### config.mk
export PLATFORM = sky130hd
export DESIGN_NAME = can_frame_assembler
export DESIGN_NICKNAME = d
export VERILOG_FILES = /design/src/source/can_frame_pkg.sv /design/src/source/can_regmap_pkg.sv /design/src/source/can_axil_regs.sv /design/src/source/can_crc15.sv /design/src/source/can_frame_builder.sv /design/src/source/can_frame_assembler.sv
export SDC_FILE = /design/constraint.sdc
export NUM_CORES = 1
export LEC_CHECK = 0
export BUFFER_PORTS_ARGS = -buffer_cell sky130_fd_sc_hd__buf_2
export CORE_MARGIN = 4
export CORE_UTILIZATION = 30
export CTS_CLUSTER_SIZE = 28
export DETAILED_ROUTE_END_ITERATION = 7
export PLACE_DENSITY = 0.53
export SYNTH_ARGS = -nofsm -noshare
export SYNTH_HDL_FRONTEND = slang
export SYNTH_HIERARCHICAL = 1
export SYNTH_SLANG_ARGS = --single-unit
### constraint.sdc
create_clock -name s_axi_aclk -period 12.42 [get_ports s_axi_aclk]
set_input_delay 1.242 -clock s_axi_aclk [delete_from_list [all_inputs] [get_ports s_axi_aclk]]
set_output_delay 1.242 -clock s_axi_aclk [all_outputs]
set_load 0.02 [all_outputs]
### src/source/can_frame_pkg.sv
// CAN frame field types, frame layout, CRC polynomial and CRC feed bit order
`default_nettype none

package can_frame_pkg;

  localparam int CAN_ID_W    = 11;
  localparam int CAN_DLC_W   = 4;
  localparam int CAN_DATA_W  = 64;
  localparam int CAN_CRC_W   = 15;
  localparam int CAN_FRAME_W = 128;

  // Header bits fed to the CRC, sof through dlc
  localparam int CAN_HDR_BITS = 19;

  localparam logic [CAN_CRC_W-1:0] CAN_CRC_POLY = 15'h4599;

  typedef logic [CAN_ID_W-1:0]   can_id_t;
  typedef logic [CAN_DLC_W-1:0]  can_dlc_t;
  // Byte 0 sits in the top byte
  typedef logic [CAN_DATA_W-1:0] can_data_t;
  typedef logic [CAN_CRC_W-1:0]  can_crc_t;

  typedef struct packed {
    logic [29:0] pad;
    can_crc_t    crc;
    can_data_t   data;
    can_dlc_t    dlc;
    logic        r0;
    logic        ide;
    logic        rtr;
    can_id_t     id;
    logic        sof;
  } can_fields_t;

  typedef union packed {
    can_fields_t            fields;
    logic [CAN_FRAME_W-1:0] raw;
  } can_frame_u;

  // Feed step k to raw bit position, in wire order
  function automatic logic [6:0] can_bit_index(input logic [6:0] k);
    logic [6:0] idx;
    if (k == 7'd0) begin
      idx = 7'd0;
    end else if (k <= 7'd11) begin
      // id msb first
      idx = 7'd12 - k;
    end else if (k <= 7'd14) begin
      // rtr, ide, r0
      idx = k;
    end else if (k < 7'(CAN_HDR_BITS)) begin
      idx = 7'd33 - k;
    end else begin
      // data from bit 82 down
      idx = 7'd101 - k;
    end
    return idx;
  endfunction

endpackage

`default_nettype wire

### src/source/can_regmap_pkg.sv
// Register word offsets, control and status bit positions, AXI response codes
`default_nettype none

package can_regmap_pkg;

  // Word offsets, address bits 5:2
  localparam logic [3:0] REG_ID      = 4'd0;
  localparam logic [3:0] REG_DATA0   = 4'd1;
  localparam logic [3:0] REG_DATA1   = 4'd2;
  localparam logic [3:0] REG_DATA2   = 4'd3;
  localparam logic [3:0] REG_DATA3   = 4'd4;
  localparam logic [3:0] REG_DATA4   = 4'd5;
  localparam logic [3:0] REG_DATA5   = 4'd6;
  localparam logic [3:0] REG_DATA6   = 4'd7;
  localparam logic [3:0] REG_DATA7   = 4'd8;
  localparam logic [3:0] REG_CONTROL = 4'd9;
  localparam logic [3:0] REG_STATUS  = 4'd10;

  // Control word, dlc occupies bits 3:0
  localparam int CTRL_DLC      = 0;
  localparam int CTRL_RTR      = 4;
  localparam int CTRL_IDE      = 5;
  localparam int CTRL_ASSEMBLE = 6;

  localparam int STAT_READY = 0;
  localparam int STAT_BUSY  = 1;

  localparam logic [1:0] AXI_RESP_OKAY = 2'b00;

endpackage

`default_nettype wire

### src/source/can_axil_regs.sv
// AXI4-Lite slave holding the CAN frame field registers and issuing the assemble start
`timescale 1ns/1ns
`default_nettype none

module can_axil_regs #(
  parameter int AXI_ADDR_WIDTH = 32
) (
  input  wire                      s_axi_aclk,
  input  wire                      s_axi_aresetn,
  input  wire [AXI_ADDR_WIDTH-1:0] s_axi_awaddr,
  input  wire [2:0]                s_axi_awprot,
  input  wire                      s_axi_awvalid,
  output logic                     s_axi_awready,
  input  wire [31:0]               s_axi_wdata,
  input  wire [3:0]                s_axi_wstrb,
  input  wire                      s_axi_wvalid,
  output logic                     s_axi_wready,
  output logic [1:0]               s_axi_bresp,
  output logic                     s_axi_bvalid,
  input  wire                      s_axi_bready,
  input  wire [AXI_ADDR_WIDTH-1:0] s_axi_araddr,
  input  wire [2:0]                s_axi_arprot,
  input  wire                      s_axi_arvalid,
  output logic                     s_axi_arready,
  output logic [31:0]              s_axi_rdata,
  output logic [1:0]               s_axi_rresp,
  output logic                     s_axi_rvalid,
  input  wire                      s_axi_rready,
  input  wire                      ready,
  input  wire                      busy,
  output can_frame_pkg::can_id_t   id,
  output can_frame_pkg::can_dlc_t  dlc,
  output logic                     rtr,
  output logic                     ide,
  output can_frame_pkg::can_data_t data,
  output logic                     start
);

  import can_frame_pkg::*;
  import can_regmap_pkg::*;

  logic             aw_hs;
  logic             w_hs;
  logic             ar_hs;
  logic [3:0]       waddr_q;
  logic [31:0]      wdata_q;
  logic             wr_en;
  logic [0:7][7:0]  data_q;
  logic [2:0]       wbyte;
  logic [3:0]       raddr;
  logic [2:0]       rbyte;
  logic [31:0]      rdata_mux;

  assign aw_hs = s_axi_awvalid & s_axi_awready;
  assign w_hs  = s_axi_wvalid & s_axi_wready;
  assign ar_hs = s_axi_arvalid & s_axi_arready;

  // Every access completes OKAY
  assign s_axi_bresp = AXI_RESP_OKAY;
  assign s_axi_rresp = AXI_RESP_OKAY;

  assign wbyte = 3'(waddr_q - REG_DATA0);
  assign raddr = s_axi_araddr[5:2];
  assign rbyte = 3'(raddr - REG_DATA0);
  assign data  = data_q;

  // Write address, data and response channels
  always_ff @(posedge s_axi_aclk or negedge s_axi_aresetn) begin
    if (!s_axi_aresetn) begin
      s_axi_awready <= 1'b0;
      s_axi_wready  <= 1'b0;
      s_axi_bvalid  <= 1'b0;
      wr_en         <= 1'b0;
    end else begin
      s_axi_awready <= ~s_axi_awready & s_axi_awvalid;
      if (aw_hs) begin
        s_axi_wready <= 1'b1;
      end else if (w_hs) begin
        s_axi_wready <= 1'b0;
      end
      // Only byte lane 0 enables the write
      wr_en <= w_hs & s_axi_wstrb[0];
      if (w_hs) begin
        s_axi_bvalid <= 1'b1;
      end else if (s_axi_bready) begin
        s_axi_bvalid <= 1'b0;
      end
    end
  end

  always_ff @(posedge s_axi_aclk) begin
    if (aw_hs) begin
      waddr_q <= s_axi_awaddr[5:2];
    end
    if (w_hs) begin
      wdata_q <= s_axi_wdata;
    end
  end

  // Field registers, assemble bit becomes the start pulse
  always_ff @(posedge s_axi_aclk or negedge s_axi_aresetn) begin
    if (!s_axi_aresetn) begin
      id     <= '0;
      dlc    <= '0;
      rtr    <= 1'b0;
      ide    <= 1'b0;
      data_q <= '0;
      start  <= 1'b0;
    end else begin
      start <= 1'b0;
      if (wr_en) begin
        case (waddr_q)
          REG_ID: id <= wdata_q[CAN_ID_W-1:0];
          REG_DATA0, REG_DATA1, REG_DATA2, REG_DATA3,
          REG_DATA4, REG_DATA5, REG_DATA6, REG_DATA7: data_q[wbyte] <= wdata_q[7:0];
          REG_CONTROL: begin
            dlc   <= wdata_q[CTRL_DLC +: CAN_DLC_W];
            rtr   <= wdata_q[CTRL_RTR];
            ide   <= wdata_q[CTRL_IDE];
            start <= wdata_q[CTRL_ASSEMBLE];
          end
          default: begin
          end
        endcase
      end
    end
  end

  // Read mux, assemble bit always reads back as zero
  always_comb begin
    rdata_mux = '0;
    case (raddr)
      REG_ID: rdata_mux[CAN_ID_W-1:0] = id;
      REG_DATA0, REG_DATA1, REG_DATA2, REG_DATA3,
      REG_DATA4, REG_DATA5, REG_DATA6, REG_DATA7: rdata_mux[7:0] = data_q[rbyte];
      REG_CONTROL: begin
        rdata_mux[CTRL_DLC +: CAN_DLC_W] = dlc;
        rdata_mux[CTRL_RTR]              = rtr;
        rdata_mux[CTRL_IDE]              = ide;
      end
      REG_STATUS: begin
        rdata_mux[STAT_READY] = ready;
        rdata_mux[STAT_BUSY]  = busy;
      end
      default: rdata_mux = '0;
    endcase
  end

  // Read address and data channels
  always_ff @(posedge s_axi_aclk or negedge s_axi_aresetn) begin
    if (!s_axi_aresetn) begin
      s_axi_arready <= 1'b0;
      s_axi_rvalid  <= 1'b0;
    end else begin
      s_axi_arready <= ~s_axi_arready & s_axi_arvalid;
      if (ar_hs) begin
        s_axi_rvalid <= 1'b1;
      end else if (s_axi_rready) begin
        s_axi_rvalid <= 1'b0;
      end
    end
  end

  always_ff @(posedge s_axi_aclk) begin
    if (ar_hs) begin
      s_axi_rdata <= rdata_mux;
    end
  end

endmodule

`default_nettype wire

### src/source/can_crc15.sv
// Serial CAN CRC-15 engine, one bit per valid cycle
`timescale 1ns/1ns
`default_nettype none

module can_crc15 (
  input  wire                     s_axi_aclk,
  input  wire                     s_axi_aresetn,
  input  wire                     crc_clear,
  input  wire                     crc_bit_valid,
  input  wire                     crc_bit,
  output can_frame_pkg::can_crc_t crc
);

  import can_frame_pkg::*;

  logic     feedback;
  can_crc_t shifted;
  can_crc_t crc_next;

  assign feedback = crc_bit ^ crc[CAN_CRC_W-1];
  assign shifted  = {crc[CAN_CRC_W-2:0], 1'b0};
  assign crc_next = feedback ? (shifted ^ CAN_CRC_POLY) : shifted;

  // Clear wins over a bit in the same cycle
  always_ff @(posedge s_axi_aclk or negedge s_axi_aresetn) begin
    if (!s_axi_aresetn) begin
      crc <= '0;
    end else if (crc_clear) begin
      crc <= '0;
    end else if (crc_bit_valid) begin
      crc <= crc_next;
    end
  end

endmodule

`default_nettype wire

### src/source/can_frame_builder.sv
// Frame builder that feeds the CRC engine bit by bit and holds the finished frame word
`timescale 1ns/1ns
`default_nettype none

module can_frame_builder (
  input  wire                       s_axi_aclk,
  input  wire                       s_axi_aresetn,
  input  wire can_frame_pkg::can_id_t   id,
  input  wire can_frame_pkg::can_dlc_t  dlc,
  input  wire                       rtr,
  input  wire                       ide,
  input  wire can_frame_pkg::can_data_t data,
  input  wire                       start,
  input  wire can_frame_pkg::can_crc_t  crc,
  output logic                      crc_clear,
  output logic                      crc_bit_valid,
  output logic                      crc_bit,
  output can_frame_pkg::can_frame_u frame,
  output logic                      frame_ready,
  output logic                      busy
);

  import can_frame_pkg::*;

  logic       accept;
  logic       feeding;
  logic       last_bit;
  logic [6:0] bit_cnt;
  logic [6:0] bit_total;
  logic [3:0] nbytes;
  can_data_t  data_mask;
  can_frame_u captured;
  can_frame_u work;
  can_frame_u finished;

  // Start while busy is dropped
  assign accept        = start & ~busy;
  assign crc_clear     = accept;
  assign crc_bit_valid = feeding;
  assign crc_bit       = work.raw[can_bit_index(bit_cnt)];
  assign last_bit      = feeding && (bit_cnt == bit_total - 7'd1);

  // Bytes carried, none for a remote frame
  always_comb begin
    nbytes = (dlc > 4'd8) ? 4'd8 : dlc;
    if (rtr) begin
      nbytes = 4'd0;
    end
    for (int i = 0; i < 8; i++) begin
      data_mask[CAN_DATA_W-1-8*i -: 8] = (i < nbytes) ? 8'hff : 8'h00;
    end
  end

  always_comb begin
    captured.raw         = '0;
    captured.fields.data = data & data_mask;
    captured.fields.dlc  = dlc;
    captured.fields.ide  = ide;
    captured.fields.rtr  = rtr;
    captured.fields.id   = id;
  end

  always_comb begin
    finished            = work;
    finished.fields.crc = crc;
  end

  always_ff @(posedge s_axi_aclk) begin
    if (accept) begin
      work      <= captured;
      bit_total <= 7'(CAN_HDR_BITS) + {nbytes, 3'b000};
    end
  end

  // Capture, feed N bits, then one cycle to latch the CRC
  always_ff @(posedge s_axi_aclk or negedge s_axi_aresetn) begin
    if (!s_axi_aresetn) begin
      busy        <= 1'b0;
      feeding     <= 1'b0;
      bit_cnt     <= '0;
      frame_ready <= 1'b0;
      frame       <= '0;
    end else if (accept) begin
      busy        <= 1'b1;
      feeding     <= 1'b1;
      bit_cnt     <= '0;
      frame_ready <= 1'b0;
    end else if (feeding) begin
      bit_cnt <= bit_cnt + 7'd1;
      if (last_bit) begin
        feeding <= 1'b0;
      end
    end else if (busy) begin
      frame       <= finished;
      frame_ready <= 1'b1;
      busy        <= 1'b0;
    end
  end

endmodule

`default_nettype wire

### src/source/can_frame_assembler.sv
// Top level joining the AXI4-Lite register block, CRC-15 engine and frame builder
`timescale 1ns/1ns
`default_nettype none

module can_frame_assembler #(
  parameter int AXI_ADDR_WIDTH = 32
) (
  input  wire                      s_axi_aclk,
  input  wire                      s_axi_aresetn,
  input  wire [AXI_ADDR_WIDTH-1:0] s_axi_awaddr,
  input  wire [2:0]                s_axi_awprot,
  input  wire                      s_axi_awvalid,
  output logic                     s_axi_awready,
  input  wire [31:0]               s_axi_wdata,
  input  wire [3:0]                s_axi_wstrb,
  input  wire                      s_axi_wvalid,
  output logic                     s_axi_wready,
  output logic [1:0]               s_axi_bresp,
  output logic                     s_axi_bvalid,
  input  wire                      s_axi_bready,
  input  wire [AXI_ADDR_WIDTH-1:0] s_axi_araddr,
  input  wire [2:0]                s_axi_arprot,
  input  wire                      s_axi_arvalid,
  output logic                     s_axi_arready,
  output logic [31:0]              s_axi_rdata,
  output logic [1:0]               s_axi_rresp,
  output logic                     s_axi_rvalid,
  input  wire                      s_axi_rready,
  output logic [can_frame_pkg::CAN_FRAME_W-1:0] frame,
  output logic                     frame_ready
);

  import can_frame_pkg::*;

  can_id_t    id;
  can_dlc_t   dlc;
  logic       rtr;
  logic       ide;
  can_data_t  data;
  logic       start;
  logic       busy;
  logic       crc_clear;
  logic       crc_bit_valid;
  logic       crc_bit;
  can_crc_t   crc;
  can_frame_u frame_u;

  assign frame = frame_u.raw;

  can_axil_regs #(
    .AXI_ADDR_WIDTH (AXI_ADDR_WIDTH)
  ) u_regs (
    .s_axi_aclk    (s_axi_aclk),
    .s_axi_aresetn (s_axi_aresetn),
    .s_axi_awaddr  (s_axi_awaddr),
    .s_axi_awprot  (s_axi_awprot),
    .s_axi_awvalid (s_axi_awvalid),
    .s_axi_awready (s_axi_awready),
    .s_axi_wdata   (s_axi_wdata),
    .s_axi_wstrb   (s_axi_wstrb),
    .s_axi_wvalid  (s_axi_wvalid),
    .s_axi_wready  (s_axi_wready),
    .s_axi_bresp   (s_axi_bresp),
    .s_axi_bvalid  (s_axi_bvalid),
    .s_axi_bready  (s_axi_bready),
    .s_axi_araddr  (s_axi_araddr),
    .s_axi_arprot  (s_axi_arprot),
    .s_axi_arvalid (s_axi_arvalid),
    .s_axi_arready (s_axi_arready),
    .s_axi_rdata   (s_axi_rdata),
    .s_axi_rresp   (s_axi_rresp),
    .s_axi_rvalid  (s_axi_rvalid),
    .s_axi_rready  (s_axi_rready),
    .ready         (frame_ready),
    .busy          (busy),
    .id            (id),
    .dlc           (dlc),
    .rtr           (rtr),
    .ide           (ide),
    .data          (data),
    .start         (start)
  );

  can_crc15 u_crc (
    .s_axi_aclk    (s_axi_aclk),
    .s_axi_aresetn (s_axi_aresetn),
    .crc_clear     (crc_clear),
    .crc_bit_valid (crc_bit_valid),
    .crc_bit       (crc_bit),
    .crc           (crc)
  );

  can_frame_builder u_builder (
    .s_axi_aclk    (s_axi_aclk),
    .s_axi_aresetn (s_axi_aresetn),
    .id            (id),
    .dlc           (dlc),
    .rtr           (rtr),
    .ide           (ide),
    .data          (data),
    .start         (start),
    .crc           (crc),
    .crc_clear     (crc_clear),
    .crc_bit_valid (crc_bit_valid),
    .crc_bit       (crc_bit),
    .frame         (frame_u),
    .frame_ready   (frame_ready),
    .busy          (busy)
  );

endmodule

`default_nettype wire

-- Word level (Yosys, flattened, before mapping)
Cells that the tools add are included.
- add/sub/neg operators: 8
- multiply operators: 0
- divide/modulo/power cells: 0
- $lt $le $gt $ge: 16
- eq/ne operators: 21
- shift operators: 0
- mux-type cells: 46
- bitwise logic cells: 17
- reduce and logical (&&, ||, !) cells: 17
- operators with widths (cell ; count):
    8-bit 2-to-1 mux ; 11
    64-bit AND ; 1
    64-bit bitwise mux ; 1
    15-bit 2-to-1 mux ; 3
    7-bit 2-to-1 mux ; 6
    4-bit by 3-bit equality test with 1-bit output, second input constant ; 8
    8-bit binary-select mux with 3-bit select ; 1
    8-bit demux with 3-bit select ; 1
    4-bit equality test, second input constant ; 5
    1-bit 2-to-1 mux ; 17
    4-bit by 2-bit equality test with 1-bit output, second input constant ; 4
    3-bit by 4-bit < comparator with 1-bit output, first input constant ; 4
    8-bit OR reduction ; 2
    7-bit by 4-bit <= comparator with 1-bit output, second input constant ; 2
    4-bit case mux with 3 select lines ; 1
    2-bit nonzero test ; 5
    4-bit by 1-bit equality test with 1-bit output, second input constant ; 2
    4-bit greater-or-equal comparator, second input constant ; 2
    4-bit logical NOT ; 2
    1-bit by 4-bit < comparator with 1-bit output, first input constant ; 2
    2-bit by 4-bit < comparator with 1-bit output, first input constant ; 2
    7-bit by 8-bit < comparator with 1-bit output, second input constant ; 1
    4-bit 2-to-1 mux ; 2
    3-bit NOT with 4-bit output ; 2
    23 further kinds ; 38
- flip-flop bits (word level): 323
- bits in latches: 0
- RAM bits: 0
- ROM bits: 0
- input port bits: 113
- output and inout bits: 170
- logic and storage cells: 156
- memories kept: 0

-- Logic depth before layout (Yosys ltp)
- depth in word-level cells: 11
- gate-level depth with buffers: 19
- gate-level depth less buffers: 16

-- Modules after synthesis
Netlist, hierarchy kept.
- by module, submodules not included (module ; times used ; cells an instance ; area each (µm²) ; sequential area each (µm²)):
    can_frame_builder ; 1 ; 673 ; 8728.4 ; 5205.0
    can_axil_regs ; 1 ; 365 ; 5215.0 ; 2982.9
    can_crc15 ; 1 ; 71 ; 728.2 ; 375.4

-- Worst setup path before layout
No wires, ideal clock.
- kind: register to register
- start point: reg u_builder.busy
- end point: reg u_crc.crc[3]
- library setup time: 0.291 ns
- data arrival time: 3.922 ns
- required time: 12.129 ns
- slack: 8.207 ns
- cell stages (with the launch flop): 7
- path buffers: 2
- clock period less this slack: 4.213 ns
- path through: dfrtp_1 -> nor2b_1 -> clkbuf_1 -> buf_2 -> nor2_1 -> nand3_1 -> o311ai_0
- cells in the longest elaborated chain, start to end: 3
- elaborated cells between the ends (all ways): 4
- classes of those cells: mux (1); bitwise (2); reduce/logical (1)
- RTL lines (element ; line ; text):
    start: declaration ; can_frame_builder.sv:20 ; output logic busy
    start signal: assignment ; can_frame_builder.sv:78 ; busy <= 1'b0;
    start signal: assignment ; can_frame_builder.sv:84 ; busy <= 1'b1;
    start signal: assignment ; can_frame_builder.sv:96 ; busy <= 1'b0;
    1-bit NOT (*) ; can_frame_builder.sv:37 ; assign accept = start & ~busy;
    1-bit AND (*) ; can_frame_builder.sv:37 ;
    named net crc_clear ; can_frame_assembler.sv:42 ; logic crc_clear;
    15-bit 2-to-1 mux / 2-bit nonzero test (equally long branches) ; n/a ;
    end signal: assignment ; can_crc15.sv:31 ; crc <= crc_next;
    end: declaration ; can_crc15.sv:11 ; output can_frame_pkg::can_crc_t crc
Mark *: on every way through the listed nets, which the timed path passes. The rest lies on a longest branch.
A chain may end at the register's enable or synchronous reset.

-- Worst setup path in the final report
- start point: reg u_builder.bit_cnt[0]
- end point: reg u_crc.crc[3]
- cells in the longest elaborated chain, start to end: 11
- elaborated cells between the ends (all ways): 17
- classes of those cells: add/sub (3); order compare (3); mux (9); bitwise (1); reduce/logical (1)
- RTL lines (element ; line ; text):
    start: declaration ; can_frame_builder.sv:28 ; logic [6:0] bit_cnt;
    start signal: assignment ; can_frame_builder.sv:89 ; bit_cnt <= bit_cnt + 7'd1;
    7-bit subtractor (tied with other cells) ; can_frame_pkg.sv:55 ; idx = 7'd101 - k;
    7-bit 2-to-1 mux ; can_frame_pkg.sv:51 ; end else if (k < 7'(CAN_HDR_BITS)) begin
    7-bit 2-to-1 mux ; can_frame_pkg.sv:48 ; end else if (k <= 7'd14) begin
    7-bit 2-to-1 mux ; can_frame_pkg.sv:45 ; end else if (k <= 7'd11) begin
    7-bit 2-to-1 mux (*) ; can_frame_pkg.sv:43 ; if (k == 7'd0) begin
    1-bit binary-select mux with 7-bit select (*) ; can_frame_builder.sv:40 ; assign crc_bit = work.raw[can_bit_index(bit_cnt)];
    1-bit 2-to-1 mux (not written as such) (*) ; can_frame_builder.sv:40 ;
    named net crc_bit ; can_frame_assembler.sv:44 ; logic crc_bit;
    1-bit XOR (*) ; can_crc15.sv:20 ; assign feedback = crc_bit ^ crc[CAN_CRC_W-1];
    15-bit 2-to-1 mux (*) ; can_crc15.sv:22 ; assign crc_next = feedback ? (shifted ^ CAN_CRC_POLY) : shifted;
    15-bit 2-to-1 mux (*) ; can_crc15.sv:30 ; end else if (crc_bit_valid) begin
    15-bit 2-to-1 mux (*) ; can_crc15.sv:28 ; end else if (crc_clear) begin
Mark *: on every way through the listed nets, which the timed path passes. The rest lies on a longest branch. The select of a mux whose other input is x is not followed.

==> results.md <==
- completed — run status
- 9,229 — routed via count
- 4,693 — fill cell instance count of the final layout
- 0 — hold-fix buffers at CTS
- u_builder/bit_cnt[0] — start of the worst register-to-register path
- 12,830 ps — Data required, critical path
- 139 — number of buffers added on ports
- 23.6% — routing usage on met2
- 80 — site row count
- 0 — number of resized instances in the post-cts repair step
- 40.3% — period utilisation layout
- 15.8% — P&R area growth vs syn
- 620 ps — largest stage delay on the critical path
- reg -> reg — min-delay worst type
- 200 MHz — fmax
- 5410 ps — data arrival time of the critical path
- dfrtp_1 — most area-hungry cell type in the Yosys netlist
- 65.3% — share of flip-flops with an asynchronous set or reset
- 229 µm — Die Y
- flop — nature of the critical path endpoint
- u_crc/crc[3] — Worst R2R End
- 28.7 mm — HPWL reported at the end of detailed placement
- 283 — I/O pins
- flop — Setup crit start kind
- 21.1 µm — post-detailed-route wirelength per cell
- 13.2 µm² — average instance area after synthesis
- a2111oi_0 — CP max stage cell
- 1,109 — gate count after technology mapping
- 6 — number of warnings issued by yosys
- 73 — Yosys cell types
- 59.4 mm — wire length of the first global-routing pass
- 320 — number of storage elements in the synthesis netlist
- 0 — max capacitance violation total
- 58.4% — fraction of the yosys area taken by sequential cells
- u_regs/s_axi_arready — WHS Endpoint
- 0 — Max Slew Vio Count
- 4 — Initial DRT Pass Iterations
- 0 — DRC violation count after routing
- 96 — pin count of the biggest net entering global routing
- 14.8% — total routing usage reported by global routing
- 111 — number of synthesized flops with an enable pin
- 665 — DR iter-0 viols
- 229 µm — Die Width
- 20.6% — met1 usage in global routing
- 320 — number of clock sinks
- 1 — buffer and inverter count on the worst path
- dfrtp_1 36%, edfxtp_1 23%, mux2_2 15% — leading cell types by total area after synthesis
- 1,887 — number of standard cells in the layout, taps in and fillers out
- 1,818 — Placed Instances
- 0.887 — final weighted congestion in routability-driven placement
- 30.5% — Initial Utilization
- 14,700 µm² — cell area after synthesis
- 18 — maximum fanout count along the critical path
- 540 ps — clock insertion delay at the later pin of the skew report
- 863 ps — transition time of the tightest slew-check pin
- u_regs/s_axi_arready — startpoint of the most critical hold path
- 175 nW/µm² — Power Density
- 10.9 ps — worst setup skew after layout
- 7420 ps — FF-to-FF setup slack
- 5000 ps — final critical-path required period
- 0 — count of final setup violators
- no — unrepaired setup endpoints after global routing
- 9,073 — number of global-route vias before repair
- 0 ps — total negative slack for setup checks
- simple AND/OR/NAND/NOR gates — cell class contributing the biggest share of worst-path delay
- 91.7 µV — peak supply drop
- 1,370 — nets
- 2.97% — GR met3 Demand/Resource
- 0 — number of setup buffers added after CTS
- inv_1 -> ha_1 -> or3b_1 -> nand3_1 -> nand2_2 -> a211oi_1 -> a21oi_1 -> a2111oi_0 -> or4b_1 -> o21ai_1 -> xnor2_1 -> nand4b_1 -> o311ai_0 — Critical Path, Cell by Cell
- 7.72 nW — Leak Pwr
- 33.3% — fraction of final layout cells sized beyond drive strength 1
- 2 — # H-tree levels
- 439 ps — smallest hold slack
- 2 — initial antenna violation count
- 0 — count of endpoints failing hold in the final timing report
- 0 — antenna viol nets, final
- 0 — remaining global-route overflow
- dfrtp_1 — Most used DFF post-synth
- 3 — Max clock buf depth
- 38 — CTS Buf Count
- met2 — grt peak-use layer
- 1 — Worst Hold Depth
- clkbuf_16 — Clock Root Buffer
- built — TritonCTS clock tree
- 48,000 µm² — area inside the core boundary
- reg -> reg — CP Class
- 60 ps — clock transition at the register clock pins on the worst setup and hold paths after CTS
- 13 — cells on worst reg2reg path
- 35.6% — proportion of netlist area held by the largest area contributor
- 42.3% — Slew headroom
- 39.9 mm — wire length after detailed routing
- 52,500 µm² — Die Footprint
- 4.89 — via count normalized by instance count
[per-stage QoR]
step	power [W]	util (%)	instance area, µm²	worst slack, ps
2_1_floorplan	0.00171	-	14900	8210
3_3_place_gp	0.00191	32.9	15800	7440
3_5_place_dp	0.00191	32.9	15800	7470
4_1_cts	0.00302	35.4	17000	7420
5_1_grt	0.00313	35.4	17000	7040
6_report	0.00298	35.4	17000	7420
[how the worst max path moves through the flow]
stage / to / slack [ps] / start / cells after the start
6_report: u_crc/crc[3] / 7420 / u_builder/bit_cnt[0] / 13
2_1_floorplan: u_crc/crc[3] / 8210 / u_builder/busy / 6
4_1_cts: u_crc/crc[3] / 7420 / u_builder/bit_cnt[0] / 13
3_3_place_gp: u_crc/crc[4] / 7440 / u_builder/bit_cnt[0] / 13
3_5_place_dp: u_crc/crc[3] / 7470 / u_builder/bit_cnt[0] / 13
5_1_grt: u_crc/crc[3] / 7040 / u_builder/bit_cnt[0] / 13
[flip-flops by register name, summed over array words and instances, names as in the netlist, 7 cells and up]
name / flops
u_builder/frame: 96
u_builder/work: 81
u_regs/data: 64
u_crc/crc: 15
u_regs/id: 11
u_regs/s_axi_rdata: 11
u_regs/wdata_q: 11
u_builder/bit_cnt: 7
[synthesized netlist by cell type (all sizes together) (6+ instances only)]
master	n
a211oi	11
a21o	7
a21oi	20
a221o	7
a311oi	6
a31oi	8
a32oi	6
and2	25
and3	14
buf	88
clkbuf	27
dfrtp	209
edfxtp	111
ha	13
inv	22
mux2	192
mux2i	38
nand2	42
nand3	25
nand4b	8
nor2	43
nor2b	55
nor3	11
o21ai	22
o22ai	13
xnor2	9
xor2	10
[power breakdown]
| group | internal [W] | switching, W |
|---|---|---|
| sequential | 0.00116 | 0.0000804 |
| combinational | 0.000244 | 0.000414 |
| clock | 0.000643 | 0.000439 |
[final cells by class]
type | instances | area [µm²] | area share, %
timing repair buffer | 154 | 818 | 4.82
clock inverter | 16 | 140 | 0.825
multi-input combinational | 706 | 5550 | 32.7
sequential | 320 | 8560 | 50.4
tap | 615 | 769 | 4.53
inverter | 23 | 86.3 | 0.508
antenna | 1 | 2.50 | 0.0147
clock buffer | 52 | 1060 | 6.27
[metal layers]
layer	wire (µm)	share of wire (%)
met1	18000	45
met2	18900	47
met3	2060	5.2
met4	879	2.2
met5	13	0.033
[logic make-up after synthesis]
| logic type | share of synthesized area [%] |
|---|---|
| AO/OA/AOI/OAI | 6.61 |
| XOR/XNOR | 1.13 |
| adder cells (fa/ha/maj) | 1.25 |
| buffers and inverters | 5.40 |
| flip-flops | 58.4 |
| multiplexers | 17.5 |
| other | 0.0512 |
| AND/OR/NAND/NOR | 9.69 |
[cells in the final DEF (no fill, tap or decap), types with 22 or more instances in the layout]
cell,count
nor2b_1,54
mux2i_1,37
nand2_1,41
dfrtp_1,209
conb_1,57
buf_2,138
clkbuf_16,39
inv_1,22
nor2_1,41
edfxtp_1,111
and2_1,25
mux2_2,192
Note: power is estimated with default switching activity, not from simulation.
